[src/verilog/cache_pkg.sv]
`default_nettype none

package cache_pkg;

    // geometry of the two-way, 8 KB cache
    localparam int LINE_BYTES = 32;
    localparam int LINE_WORDS = 8;
    localparam int OFFSET_W   = 5;
    localparam int INDEX_W    = 7;
    localparam int TAG_W      = 20;
    localparam int SETS       = 128;
    localparam int WAYS       = 2;
    localparam int WORD_SEL_W = 3;

    typedef logic [LINE_BYTES*8-1:0] line_t;

    typedef struct packed {
        logic [TAG_W-1:0]    tag;
        logic [INDEX_W-1:0]  index;
        logic [OFFSET_W-1:0] offset;
    } addr_fields_t;

    // flat byte address on the ports, split fields for lookup
    typedef union packed {
        logic [31:0]  raw;
        addr_fields_t fields;
    } cache_addr_u;

    typedef enum logic {
        OP_READ  = 1'b0,
        OP_WRITE = 1'b1
    } op_e;

    typedef struct packed {
        op_e         op;
        cache_addr_u addr;
        logic [3:0]  wstrb;
        logic [31:0] wdata;
    } cpu_req_t;

    typedef struct packed {
        logic [TAG_W-1:0] tag;
        logic             valid;
        logic             dirty;
    } tag_entry_t;

    typedef enum logic [2:0] {
        IDLE,
        LOOKUP,
        MISS,
        WRITEBACK,
        REFILL
    } state_e;

endpackage

`default_nettype wire

[src/verilog/cache_ctrl.sv]
`timescale 1ns/1ps
`default_nettype none

module cache_ctrl import cache_pkg::*; (
    input  logic               clk,
    input  logic               resetn,
    input  logic               valid,
    input  cpu_req_t           req,
    output logic               addr_ok,
    output logic               data_ok,
    input  logic               hit,
    input  logic               hit_way,
    input  tag_entry_t         way_entry [WAYS],
    input  logic               fill_done,
    input  logic               rd_rdy,
    input  logic               wr_rdy,
    output logic               rd_req,
    output logic               wr_req,
    output logic [31:0]        rd_addr,
    output logic [31:0]        wr_addr,
    output logic               lookup_en,
    output logic [INDEX_W-1:0] lookup_index,
    output logic [TAG_W-1:0]   lookup_tag,
    output logic               wr_en,
    output logic               wr_way,
    output logic               wr_dirty,
    output logic               from_refill,
    output cpu_req_t           cur_req
);

    state_e      state;
    state_e      state_nxt;
    logic        victim;
    logic        rd_sent;
    logic        is_write;
    tag_entry_t  victim_entry;
    cache_addr_u refill_addr;
    cache_addr_u wb_addr;

    // requests only taken while idle
    assign addr_ok      = valid && (state == IDLE);
    assign lookup_en    = addr_ok;
    assign lookup_index = (state == IDLE) ? req.addr.fields.index
                                          : cur_req.addr.fields.index;
    assign lookup_tag   = cur_req.addr.fields.tag;

    assign is_write     = (cur_req.op == OP_WRITE);
    assign victim_entry = way_entry[victim];

    always_comb begin
        state_nxt = state;
        case (state)
            IDLE: begin
                if (addr_ok) begin
                    state_nxt = LOOKUP;
                end
            end
            LOOKUP: begin
                state_nxt = hit ? IDLE : MISS;
            end
            MISS: begin
                // dirty victim goes out before the refill
                if (victim_entry.valid && victim_entry.dirty) begin
                    state_nxt = WRITEBACK;
                end else begin
                    state_nxt = REFILL;
                end
            end
            WRITEBACK: begin
                if (wr_rdy) begin
                    state_nxt = REFILL;
                end
            end
            REFILL: begin
                if (fill_done) begin
                    state_nxt = IDLE;
                end
            end
            default: state_nxt = IDLE;
        endcase
    end

    always_ff @(posedge clk) begin
        if (!resetn) begin
            state   <= IDLE;
            victim  <= 1'b0;
            rd_sent <= 1'b0;
        end else begin
            state <= state_nxt;
            if (state == REFILL && fill_done) begin
                victim  <= ~victim;
                rd_sent <= 1'b0;
            end else if (rd_req && rd_rdy) begin
                rd_sent <= 1'b1;
            end
        end
    end

    always_ff @(posedge clk) begin
        if (addr_ok) begin
            cur_req <= req;
        end
    end

    assign data_ok = (state == LOOKUP && hit) || (state == REFILL && fill_done);

    // store hit or refill completion updates both stores
    assign wr_en       = (state == LOOKUP && hit && is_write) || (state == REFILL && fill_done);
    assign wr_way      = (state == LOOKUP) ? hit_way : victim;
    assign wr_dirty    = is_write;
    assign from_refill = (state == REFILL);

    always_comb begin
        refill_addr.fields.tag    = cur_req.addr.fields.tag;
        refill_addr.fields.index  = cur_req.addr.fields.index;
        refill_addr.fields.offset = '0;
        wb_addr.fields.tag        = victim_entry.tag;
        wb_addr.fields.index      = cur_req.addr.fields.index;
        wb_addr.fields.offset     = '0;
    end

    assign rd_addr = refill_addr.raw;
    assign wr_addr = wb_addr.raw;
    assign rd_req  = (state == REFILL) && !rd_sent;
    assign wr_req  = (state == WRITEBACK);

endmodule

`default_nettype wire

[config.mk]
export PLATFORM = sky130hd
export DESIGN_NAME = cache_ctrl
export DESIGN_NICKNAME = d
export VERILOG_FILES = /design/src/verilog/cache_pkg.sv /design/src/verilog/cache_ctrl.sv
export SDC_FILE = /design/constraint.sdc
export NUM_CORES = 1
export LEC_CHECK = 0
export ABC_CLOCK_PERIOD_IN_PS = 3700
export BUFFER_PORTS_ARGS = -buffer_cell sky130_fd_sc_hd__buf_4
export CAP_MARGIN = 20
export CORE_AREA = 2 2 111 113
export DETAILED_ROUTE_END_ITERATION = 6
export DIE_AREA = 0 0 113 115
export SLEW_MARGIN = 20
export SYNTH_ARGS = -nofsm -noshare
export SYNTH_HDL_FRONTEND = slang
export SYNTH_SLANG_ARGS = --single-unit
export TNS_END_PERCENT = 20
[constraint.sdc]
create_clock -name clk -period 3.7 [get_ports clk]
set_clock_uncertainty 0.2 [all_clocks]
set_input_delay 0.185 -clock clk [delete_from_list [all_inputs] [get_ports clk]]
set_output_delay 0.185 -clock clk [all_outputs]
set_load 0.05 [all_outputs]
Word-level counts from Yosys, hierarchy flattened
Index checks and enable logic that the tools add are counted.
{"block": "word_totals", "register_bits": 74, "out_inout_bits": 169, "in_bits": 121}
{"block": "op_classes", "bitwise": 3, "order_cmp": 1, "n_mux": 11, "eq_ne": 7, "n_reduce_logical": 13}
{"op": "two-way mux 22 bit", "count": 3}
{"op": "case mux 3 bit (5 select lines)", "count": 1}
{"op": "two-way mux 3 bit", "count": 4}
{"op": "logical AND 1 bit", "count": 7}
{"op": "two-way mux 7 bit", "count": 1}
{"op": "== test 3 x 2 -> 1 bit (second input constant)", "count": 2}
{"op": "!= test 2 bit (second input constant)", "count": 3}
{"op": "== test 3 x 1 -> 1 bit (second input constant)", "count": 1}
{"op": "== test 3 bit (second input constant)", "count": 1}
{"op": "zero test 3 bit", "count": 1}
{"op": "AND reduction 3 bit", "count": 1}
{"op": "greater-or-equal comparator 2 bit (second input constant)", "count": 1}
{"op": "logical OR 1 bit", "count": 2}
{"op": "two-way mux 2 bit", "count": 1}
{"op": "NOT 1 bit", "count": 2}
{"op": "NOT 1 -> 2 bit", "count": 1}
{"op": "OR reduction 2 bit", "count": 1}
{"op": "zero test 1 bit", "count": 1}
{"op": "two-way mux 1 bit", "count": 1}

Depth between registers and ports, before layout
{"block": "logic_depth", "depth_word": 7, "depth_mapped": 5}

Worst setup path after synthesis
Ideal clock, no wire load.
{"block": "synth_path", "path_kind": "reg2out", "startpoint": "reg state[1]", "endpoint": "out lookup_en", "required_time_ps": 3315, "path_buffers": 2, "stages_incl_launch_ff": 5, "slack_ps": 48, "arrival_time_ps": 3267, "path_cell_list": "dfxtp_1 buf_2 nor3_4 and2_1 buf_4"}
{"block": "synth_between", "elab_chain_len": 2}
{"element": "start, declared", "line_no": "cache_ctrl.sv:31", "source": "state_e state;"}
{"element": "start signal, assigned", "line_no": "cache_ctrl.sv:89", "source": "state <= state_nxt;"}
{"element": "zero test 3 bit", "line_no": "cache_ctrl.sv:41", "source": "assign addr_ok = valid && (state == IDLE);"}
{"element": "logical AND 1 bit", "line_no": "cache_ctrl.sv:41"}
{"element": "end, declared", "line_no": "cache_ctrl.sv:21", "source": "output logic lookup_en,"}
Every way passes these cells.

Worst setup path in the final report
Ends and elaborated chain as after synthesis.

==> flow_summary.yaml <==
clock_tree:
  numCtsBuffers: 9
  cts.path.max_buffers: 2
  cts_tree: "yes"
  clkTransAtPathRegs_ns: 0.06
  cts_sinks: 74
  clock_latency_ns: 0.33
  cts_setup_buffers: 0
  htree_levels: 3
  root_buffer: "clkbuf_16"
floorplan:
  core_mm2: 0.0118
  dieArea_mm2: 0.0130
  initial_core_util: 0.277
  die_w_um: 113
  placementRows: 40
  dieHeight_um: 115
  ios: 290
setup_path:
  path_buf_inv: 1
  critical_path.slowest_cell: "and2_4"
  crit_type: "flip-flop to output port"
  path_cells: "nor3_4 > and2_4 > buf_4"
  critPathMaxFanout: 49
  r2r_start: "state[1]"
  max_stage_delay_ns: 0.65
  startpoint_type: "flip-flop"
  worstPathRequired_ns: 3.31
  worstPathArrival_ns: 2.24
  reg2regPathDepth: 3
  critPathCaptureType: "output port"
  r2r-end: "cur_req[11]"
  ff2ff_setup_slack_ns: 1.22
  crit_family: "simple AND/OR/NAND/NOR gates"
synth:
  syn-cell-area_mm2: 0.00327
  syn_area_per_cell_um2: 15.9
  syn-instance-count: 206
  synth.distinct_cells: 31
  yosysSeqAreaShare: 0.665
  ys_warn_count: 0
  synth_edf_count: 69
  ys.flop_type: "edfxtp_1"
  async_flop_share: 0
  ys_seq_elements: 74
finish:
  stdcell_count: 660
  num-nets-final: 629
  drive_above_1_share: 0.649
  final_util: 0.517
  synthToLayoutAreaGrowth_pct: 87.0
  diodes: 0
  final_cell_area_mm2: 0.00611
timing:
  slew_violations: 0
  worst_pin_slew_ns: 0.975
  fin_hold_ws_ns: 0.0869
  fin_crit_sh: 0.711
  finalHoldViolCount: 0
  finalSetupViolations: 0
  period_minus_slack_ns: 2.63
  slew_headroom: 0.349
  fmax_mhz: 380
  rsz0062_at_grt: "false"
  setup_ws_ns: 1.07
  setup_tns_ns: 0
drt:
  wl_per_cell_um: 15.2
  drt-total-wl_um: 10000
  drc_errors: 20
  drt_iter0_markers: 96
  routed_via_density: 4.13
  drtAntennaViolNets: 0
  num_vias: 2728
  dr.pass1.iters: 7
global_route:
  grt_pass1_vias: 2761
  track_usage: 0.145
  antenna_found_initial: 0
  grt_max_degree: 50
  grt_pass1_wl_um: 14300
  gr-total-overflow: 0
pwr:
  finalPower_mw: 2.79
  p_switching_mw: 0.923
  p_clk_frac: 0.336
  p_int_mw: 1.87
  swShare: 0.331
  p_leak_nw: 2.76
  pwr-share-comb: 0.300
  power_density_mw_per_mm2: 457
  p_seq_frac: 0.364
  vdd_drop_max_v: 0.000203
place:
  pre_cts_slack_ns: 1.16
  post_dp_cell_area_mm2: 0.00506
  gp_congestion: 0.746
  io_buffers: 279
  placed_cells: 571
  dp_hpwl_um: 7360
hold_path:
  min_to: "state[2]"
  whs_path_depth: 3
  min_path_type: "input pin to flip-flop"
  hold_start: "fill_done"
status:
  status: "complete, but fails checks"
  violations: "design-rule violations"
run:
  max_cap_viol_count: 0
Yosys cell counts (2+ instances only):
| cell type | number | area share |
|---|---|---|
| a21oi_1 | 4 | 0.0061 |
| and2_1 | 2 | 0.0038 |
| nand3b_1 | 2 | 0.0046 |
| dfxtp_1 | 5 | 0.031 |
| mux2_2 | 28 | 0.096 |
| buf_4 | 67 | 0.15 |
| nor2_1 | 3 | 0.0034 |
| buf_2 | 4 | 0.0061 |
| edfxtp_1 | 69 | 0.63 |
kinds of logic after synthesis:
family / Yosys count / share of synthesized area
AO/OA/AOI/OAI: 8 / 0.0168
other: 1 / 0.00115
AND/OR/NAND/NOR: 21 / 0.0536
multiplexers: 28 / 0.0965
XOR/XNOR: 1 / 0.00268
flip-flops: 74 / 0.665
buffers and inverters: 73 / 0.165
area by class of cell:
class | instances | area, um2
clock buffers | 9 | 225
fillers | 1002 | 5700
flip-flops and latches | 74 | 2170
well taps | 147 | 184
repair buffers | 354 | 2840
clock inverters | 7 | 92.6
multi-input cells | 68 | 594
inverters | 1 | 3.75
flip-flops by register name, summed over array words and instances, names as in the netlist:
register  count
cur_req      68
rd_sent       1
state         3
victim        1
wr_dirty      1
repair_timing:
action,4_1_cts,5_1_grt
resized for setup,0,0
endpoints found under the hold margin,74,0
hold buffers,73,0
how the worst max path moves through the flow:
stage	startpoint	end	slack [ns]	depth (start not counted)
CTS	state[1]	addr_ok	0.98	3
floorplan	state[1]	lookup_en	0.05	4
global placement	state[1]	cur_req[17]	1.26	3
detailed placement	state[1]	cur_req[17]	1.16	3
finish	state[1]	lookup_en	1.07	3
global route	state[1]	lookup_en	0.88	3
metal layers:
| metal | share of wire | vias to the layer above | track usage | routed length [um] |
|---|---|---|---|---|
| met4 | 0.015 | 0 | 0.0626 | 155 |
| met5 | 0 | - | 0 | 0 |
| li1 | - | 1274 | - | - |
| met2 | 0.53 | 163 | 0.266 | 5350 |
| met1 | 0.37 | 1278 | 0.160 | 3710 |
| met3 | 0.081 | 13 | 0.0348 | 811 |
power by group through the flow:
stage | Sequential, mW | Combinational (mW) | Clock, mW
after floorplan | 1.21 | 0.375 | 0
after global placement | 1.03 | 0.775 | 0
after detailed placement | 1.03 | 0.779 | 0
after CTS | 1.02 | 0.842 | 0.968
after global routing | 1.02 | 0.868 | 1.01
final | 1.02 | 0.838 | 0.937
layout by cell type, fill, tap and decap left out, types with 2 or more instances in the layout:
cell type and count:
mux2_2 28, conb_1 10, dfxtp_1 5, edfxtp_1 69, clkinv_2 3, dlygate4sd3_1 73
nor2_1 3, buf_4 281, a21oi_1 4, bufinv_16 2, nand3b_1 2, clkbuf_16 9
worst register-to-register path, cell delays in order (launching register included):
cell and delay (ns):
dfxtp_1 0.42, nor3_4 0.47, and2_4 0.65, buf_4 0.42
No activity file was read; power rests on OpenSTA's default activity.
