[src/verilog/cache_pkg.sv]
`default_nettype none

package cache_pkg;

    // geometry of the two-way, 8 KB cache
    localparam int LINE_BYTES = 32;
    localparam int LINE_WORDS = 8;
    localparam int OFFSET_W   = 5;
    localparam int INDEX_W    = 7;
    localparam int TAG_W      = 20;
    localparam int SETS       = 128;
    localparam int WAYS       = 2;
    localparam int WORD_SEL_W = 3;

    typedef logic [LINE_BYTES*8-1:0] line_t;

    typedef struct packed {
        logic [TAG_W-1:0]    tag;
        logic [INDEX_W-1:0]  index;
        logic [OFFSET_W-1:0] offset;
    } addr_fields_t;

    // flat byte address on the ports, split fields for lookup
    typedef union packed {
        logic [31:0]  raw;
        addr_fields_t fields;
    } cache_addr_u;

    typedef enum logic {
        OP_READ  = 1'b0,
        OP_WRITE = 1'b1
    } op_e;

    typedef struct packed {
        op_e         op;
        cache_addr_u addr;
        logic [3:0]  wstrb;
        logic [31:0] wdata;
    } cpu_req_t;

    typedef struct packed {
        logic [TAG_W-1:0] tag;
        logic             valid;
        logic             dirty;
    } tag_entry_t;

    typedef enum logic [2:0] {
        IDLE,
        LOOKUP,
        MISS,
        WRITEBACK,
        REFILL
    } state_e;

endpackage

`default_nettype wire

[src/verilog/refill_buffer.sv]
`timescale 1ns/1ps
`default_nettype none

module refill_buffer import cache_pkg::*; (
    input  logic        clk,
    input  logic        resetn,
    input  logic        ret_valid,
    input  logic        ret_last,
    input  logic [31:0] ret_data,
    output line_t       refill_line,
    output logic        fill_done
);

    logic [WORD_SEL_W-1:0]       beat_cnt;
    logic [LINE_WORDS-1:0][31:0] words_q;
    logic [LINE_WORDS-1:0][31:0] words_now;

    // current beat already in place, so the last beat needs no extra cycle
    always_comb begin
        words_now = words_q;
        if (ret_valid) begin
            words_now[beat_cnt] = ret_data;
        end
    end

    assign refill_line = words_now;
    assign fill_done   = ret_valid && ret_last;

    always_ff @(posedge clk) begin
        if (!resetn || fill_done) begin
            beat_cnt <= '0;
            words_q  <= '0;
        end else if (ret_valid) begin
            beat_cnt <= beat_cnt + 1'b1;
            words_q  <= words_now;
        end
    end

endmodule

`default_nettype wire

[config.mk]
export PLATFORM = sky130hd
export DESIGN_NAME = refill_buffer
export DESIGN_NICKNAME = d
export VERILOG_FILES = /design/src/verilog/cache_pkg.sv /design/src/verilog/refill_buffer.sv
export SDC_FILE = /design/constraint.sdc
export NUM_CORES = 1
export LEC_CHECK = 0
export ABC_AREA = 1
export BUFFER_PORTS_ARGS = -buffer_cell sky130_fd_sc_hd__buf_2
export CORE_MARGIN = 1.5
export CORE_UTILIZATION = 54
export DETAILED_ROUTE_END_ITERATION = 10
export GPL_ROUTABILITY_DRIVEN = 0
export PLACE_DENSITY = 0.81
export SLEW_MARGIN = 0
export SYNTH_ARGS = -nofsm -noshare
export SYNTH_HDL_FRONTEND = slang
export SYNTH_SLANG_ARGS = --single-unit
[constraint.sdc]
create_clock -name clk -period 1.79 [get_ports clk]
set_clock_uncertainty 0.1 [all_clocks]
set_input_delay 0.358 -clock clk [delete_from_list [all_inputs] [get_ports clk]]
set_output_delay 0.358 -clock clk [all_outputs]
set_load 0.02 [all_outputs]
==> results.toml, run 1 <==
[status]
status = "did not finish"
stop_stage = "global routing"
tool.error = "[ERROR GRT-0232] Routing congestion too high. Check the congestion heatmap in the GUI."

[timing]
worst_endpoint = "refill_line[37]"
worst_path_end_type = "output port"

[cts]
htree_levels = 1
cts_inserted_buffers = 27
cts_sinks = 259
clockBufferDepth = 3
cts-root-buf = "clkbuf_16"
ctsHoldBuffers = 0

[logic_synthesis]
synthesis.nets = 1994
syn_area_mm2 = 0.0118
synth_cell_types = 14
ys_warn_count = 0
syn_avg_cell_area_um2 = 6.02
yosysSeqAreaShare = 0.440
synth-seq-cells = 259
syn_inst = 1957

[grt]
grt_max_degree = 44
antenna_found_initial = 13
grtUsageTotal = 0.844
overflow = 114

[floorplan]
std_cell_rows = 53
ioPinCount = 293
fp.dieH_um = 151
initial_core_util = 0.555
fp.dieW_um = 151

[placement]
portBuffers = 292
place_inst = 2653
detailed_place_hpwl_um = 25300
## routing by layer
layer | GRT usage | GRT overflow
met4 | 0.827 | 44
met3 | 0.767 | 9
met1 | 0.826 | 5
met2 | 0.956 | 56
met5 | 0.607 | 0
## kinds of logic after synthesis
| logic type | synth area share |
|---|---|
| simple gates | 0.350 |
| buf+inv | 0.207 |
| flops | 0.440 |
| compound gates | 0.00127 |
| fa+ha+maj | 0.00106 |
## per-stage QoR
stage	hold WS, ns	setup slack (ns)	cell area, µm²
2_1_floorplan	0.397	0.0689	11800
3_3_place_gp	0.407	-0.155	15400
3_5_place_dp	0.410	-0.232	15400
4_1_cts	0.165	-0.576	17400
## cells in the mapped netlist
library cell,count,share of area
buf_1,7,0.0022
nor2_4,1,0.00096
a21oi_1,3,0.0013
nor2_2,2,0.0011
nand3_1,128,0.054
nor2_1,262,0.083
inv_2,6,0.0019
dfxtp_1,259,0.44
clkbuf_1,56,0.018
inv_1,545,0.17
buf_2,27,0.011
nor3_1,1,0.00042
nand2_1,659,0.21
ha_1,1,0.0011
## repair_timing
action,4_1_cts
buffers inserted,39
gates resized for setup,250
cloned,8
pin swaps,39
endpoints found under the setup margin,256
endpoints found under the hold margin,0
==> run 2: changes to the inputs <==
--- a/config.mk
+++ b/config.mk
@@ -8,10 +8,10 @@
 export ABC_AREA = 1
 export BUFFER_PORTS_ARGS = -buffer_cell sky130_fd_sc_hd__buf_2
 export CORE_MARGIN = 1.5
-export CORE_UTILIZATION = 54
+export CORE_UTILIZATION = 40
 export DETAILED_ROUTE_END_ITERATION = 10
 export GPL_ROUTABILITY_DRIVEN = 0
-export PLACE_DENSITY = 0.81
+export PLACE_DENSITY_LB_ADDON = 0.15
 export SLEW_MARGIN = 0
 export SYNTH_ARGS = -nofsm -noshare
 export SYNTH_HDL_FRONTEND = slang
==> results.toml, run 2 <==
[worst_setup_path]
crit_chain = "buf_6 -> nor2_4 -> buf_12 -> nand2_8 -> buf_8 -> nand2_1 -> nand2_1 -> inv_1 -> buf_6"
slowest_stage = "dfxtp_4"
required_ns = 1.33
end_kind = "primary output"
cp-start-kind = "flop"
crit_fanout = 10
reg2regPathDepth = 11
slowest_delay_ns = 0.37
arrival_ns = 1.98
critPathKind = "reg -> out"

[final_layout]
final_nets = 2533
num_antenna_cells = 0
drive_above_1_share = 0.466
fillCellCount = 2189
final_common_cell = "inv_1"
final_cell_mix = "inv_1, nand2_1, nor2_1, dfxtp_1, buf_4"
synthToLayoutAreaGrowth_pct = 76.7
largest_reg_flops = 256
top_regs = "words_q (256), beat_cnt (3)"
regMostFlops = "words_q"
utilization = 0.721

[grt]
grtUsageMet3 = 0.0463
grt_max_degree = 60
grt_pass1_vias = 11577
grt_first_pass_wirelength_um = 61700
grt.met1_usage = 0.336
grtUsageTotal = 0.256
overflow = 0
met2_usage = 0.427
antenna_found_initial = 0
busiest_layer = "met2"

[power]
ir_drop_mv = 0.686
power.leakage_nw = 11.4
power_density_mw_per_mm2 = 663

[floorplan]
fp.dieW_um = 175
die_area_mm2 = 0.0305
ioPinCount = 293
fp.dieH_um = 175
core-area_mm2 = 0.0289
std_cell_rows = 62
initial_core_util = 0.408

[logic_synthesis]
syn_area_mm2 = 0.0118
synth_top_family_by_area = "simple AND/OR/NAND/NOR gates"
synth_xor_area_frac = 0
ys_warn_count = 0
synth-seq-cells = 259
synthesis.nets = 1994
synth_mux_area_frac = 0
syn_inst = 1957
synth-adder-area-share = 0.00106
ys_async_sr_fraction = 0
synth-main-ff-cell = "dfxtp_1"
yosys.area.top_type = "dfxtp_1"
synth_cell_types = 14
synth_edf_count = 0
synth_compound_area_frac = 0.00127
synth-simple-area-share = 0.350
syn_avg_cell_area_um2 = 6.02
synthTopCellsByCount = "nand2_1, inv_1, nor2_1, dfxtp_1, nand3_1"
synth_most_common_cell = "nand2_1"
yosysSeqAreaShare = 0.440
yosys-top-cells-area = "dfxtp_1, nand2_1, inv_1"
yosysTopAreaCellShare = 0.440

[timing]
fin_hold_ws_ns = 0.103
worst_slew_margin_rel = 0.671
post-route-min-period_ns = 2.43
layout_setup_ws_ns = -0.644
max_freq_ghz = 0.411
drv_slew = 0
worstMarginPinSlew_ns = 0.492
setup_viol = 256
period_share = 1.36
hold_viol = 0
rsz0062_at_grt = "yes"

[cts]
clk_pin_slew_worst_paths_ns = 0.06
cts-root-buf = "clkbuf_16"
ctsHoldBuffers = 0
cts_tree = "done"
htree_levels = 1
cts_sinks = 259
cts_inserted_buffers = 28
clockBufferDepth = 3
clk_latency_ns = 0.54

[placement]
portBuffers = 292
detailed_place_hpwl_um = 25900

[route]
via_per_inst = 4.56
vias = 13211
drt_pre_antenna_iters = 5
antenna_left = 0
drtIter0Drc = 877
routed_wl_um = 45100
routedWlPerCell_um = 15.6
drc_errors = 0

[status]
violations = "setup timing"
status = "finished, violations left"

[min_path]
hold_path.class = "in -> reg"
hold_depth = 3

[run]
drv_cap = 0
-- run 2: cell counts after synthesis --
No cell type changed its count.
-- run 2: repair_timing --
action,CTS,global route
pin swaps,10,85
gates resized for setup,204,927
endpoints found under the setup margin,256,257
buffers inserted,26,42
cloned,7,20
-- run 2: through the flow --
stage,cell area (µm²),power [mW],setup slack [ns],cells,setup TNS [ns]
final,20800,13.8,-0.644,2899,-144.69
after global routing,20800,14.2,-0.721,2899,-160.01
after CTS,17400,13.4,-0.613,2847,-143.88
after detailed placement,15600,7.67,-0.264,2765,-45.21
after global placement,15600,7.65,-0.281,2765,-42.98
after floorplan,11800,6.83,0.0689,1957,0
-- run 2: final cells by class --
| class | count | area (µm²) | share of cell area |
|---|---|---|---|
| Multi-Input combinational cell | 1057 | 6110 | 0.294 |
| Tap cell | 384 | 480 | 0.0231 |
| Clock inverter | 1 | 5.00 | 0.000240 |
| Clock buffer | 48 | 857 | 0.0412 |
| Timing Repair Buffer | 599 | 6090 | 0.292 |
| Inverter | 551 | 2080 | 0.0998 |
| Sequential cell | 259 | 5190 | 0.250 |
-- run 2: cells by family (layout without fill, tap and decap cells) --
logic type      after synthesis  after routing
compound gates                3              3
simple gates               1053           1053
fa+ha+maj                     1              1
flops                       259            259
buf+inv                     641           1199
-- run 2: critical path: cells and delay by family (launching register included) --
kind / cells / cell delay [ns]
simple gates: 4 / 0.41
flops: 1 / 0.37
buf+inv: 5 / 0.65
-- run 2: power breakdown --
| part | leakage, nW | switching, mW | total (mW) | internal, mW |
|---|---|---|---|---|
| clock network | 0.420 | 2.32 | 5.53 | 3.21 |
| logic | 8.90 | 1.36 | 2.39 | 1.04 |
| registers | 2.10 | 0.0269 | 5.89 | 5.86 |
-- run 2: path summary, 6_finish.rpt --
check | end | slack [ns] | start
hold / removal | words_q[6] | 0.10 | resetn
hold reg to reg | words_q[243] | 0.42 | words_q[243]
setup / recovery | refill_line[24] | -0.64 | beat_cnt[2]
setup reg to reg | words_q[193] | 0.04 | beat_cnt[0]
-- run 2: metal layers --
metal	vias up	wire [µm]
met5	-	0
met4	0	1370
met3	91	2680
met2	431	21900
met1	6158	19200
li1	6531	-
(Power assumes the default switching activity.)
==> run 3: changes to the inputs <==
--- a/config.mk
+++ b/config.mk
@@ -7,7 +7,7 @@
 export LEC_CHECK = 0
 export ABC_AREA = 1
 export BUFFER_PORTS_ARGS = -buffer_cell sky130_fd_sc_hd__buf_2
-export CORE_MARGIN = 1.5
+export CORE_MARGIN = 5
 export CORE_UTILIZATION = 40
 export DETAILED_ROUTE_END_ITERATION = 10
 export GPL_ROUTABILITY_DRIVEN = 0
==> results.toml, run 3 (synthesis gave the netlist of run 2 again) <==
[status]
status = "finished, violations left"
violations = "setup timing"

[power]
design_power_total_mw = 14.5
power.leakage_nw = 11.9
ir_drop_mv = 0.610
power_density_mw_per_mm2 = 659

[worst_setup_path]
end_kind = "primary output"
crit_path_end = "refill_line[174]"
worstSetupStartpoint = "beat_cnt[0]"
rrSetupSlack_ns = -0.52
arrival_ns = 2.05
crit_fanout = 5
reg2reg_from = "beat_cnt[2]"
reg2reg_to = "words_q[28]"
cp-start-kind = "flop"
reg2regPathDepth = 16
required_ns = 1.33
critPathKind = "reg -> out"

[min_path]
hold_path.class = "in -> reg"
hold_start = "resetn"

[grt]
grt_pass1_vias = 12108
grt_max_degree = 74
overflow = 0
grtUsageTotal = 0.240
antenna_found_initial = 0
grt_first_pass_wirelength_um = 64700

[final_layout]
top_regs = "words_q (256), beat_cnt (3)"
num_antenna_cells = 0
final_common_cell = "inv_1"
utilization = 0.765
synthToLayoutAreaGrowth_pct = 87.4
final_nets = 2550
final_cell_mix = "inv_1, nand2_1, nor2_1"
largest_reg_flops = 256
drive_above_1_share = 0.503
regMostFlops = "words_q"

[timing]
setup_tns_ns = -161.35
layout_setup_ws_ns = -0.721
setup_viol = 258
rsz0062_at_grt = "yes"
post-route-min-period_ns = 2.51
worstMarginPinSlew_ns = 0.549
fin_hold_ws_ns = 0.0807
max_freq_ghz = 0.398
worst_slew_margin_rel = 0.634
drv_slew = 0
period_share = 1.40
hold_viol = 0

[route]
via_per_inst = 4.76
drtIter0Drc = 978
routed_wl_um = 51600
drc_errors = 0
vias = 13914
routedWlPerCell_um = 17.7
antenna_left = 0
drt_pre_antenna_iters = 7

[placement]
dp_slack_ns = -0.236
detailed_place_hpwl_um = 26800
portBuffers = 292

[cts]
htree_levels = 1
clk_pin_slew_worst_paths_ns = 0.07
clockBufferDepth = 3
clk_latency_ns = 0.55
cts_tree = "done"
cts-root-buf = "clkbuf_16"
cts_inserted_buffers = 30
cts_sinks = 259
ctsHoldBuffers = 0

[floorplan]
ioPinCount = 293
core-area_mm2 = 0.0289
fp.dieW_um = 182
initial_core_util = 0.408
die_area_mm2 = 0.0330
std_cell_rows = 62
fp.dieH_um = 182

[run]
drv_cap = 0
-- run 3: cell types whose count changed in the layout (fill, tap and decap cells not counted), sizes merged --
| cell | previous run | this run |
|---|---|---|
| buf | 583 | 585 |
| clkinvlp | 0 | 1 |
| clkbuf | 64 | 69 |
| bufinv | 0 | 3 |
| clkinv | 1 | 10 |
| bufbuf | 0 | 2 |
-- run 3: worst min-delay path by stage --
| stage | end | slack, ns | depth (start not counted) |
|---|---|---|---|
| after global placement | words_q[214] | 0.41 | 4 |
| after CTS | words_q[134] | 0.06 | 3 |
| after floorplan | words_q[0] | 0.40 | 4 |
| after detailed placement | words_q[250] | 0.41 | 4 |
| final | words_q[134] | 0.08 | 3 |
| after global routing | words_q[134] | 0.07 | 3 |
-- run 3: where the power goes --
group	total [mW]	internal (mW)	switching [mW]
clock	6.28	3.76	2.52
combinational	2.37	1.01	1.36
sequential	5.89	5.86	0.0318
-- run 3: metal layers --
layer  track usage  vias to the layer above  wire length (µm)
met3        0.0370                      135              3760
li1              -                     6572                 -
met4        0.0612                        0              2010
met2         0.412                      640             25700
met5             0                        -                 0
met1         0.317                     6567             20100
-- run 3: area by class of cell --
class / instances / area [µm²]
clock buffer: 42 / 857
clock inverter: 14 / 151
fill: 2000 / 6780
inverter: 551 / 2090
multi-input combinational: 1057 / 6590
sequential: 259 / 5190
tap: 384 / 480
timing repair buffer: 614 / 6710
-- run 3: what timing repair did --
action                                  CTS  global route
endpoints found under the setup margin  256           260
cloned                                    8            35
gates resized for setup                 220          1097
setup buffers                            51            71
pin swaps                                50           133
-- run 3: stage by stage --
stage | instances | instance area, µm²
floorplan | 1957 | 11800
finish | 2921 | 22100
detailed placement | 2721 | 15400
global placement | 2721 | 15400
CTS | 2835 | 17600
global route | 2921 | 22100
-- run 3: critical path, stage by stage (launching register included) --
cell and delay (ns):
dfxtp_4 0.39, nand2_4 0.07, buf_6 0.14, nor2_4 0.23, buf_12 0.16, clkbuf_16 0.16, nand2_1 0.07, nand2_2 0.09
inv_1 0.03, buf_2 0.15
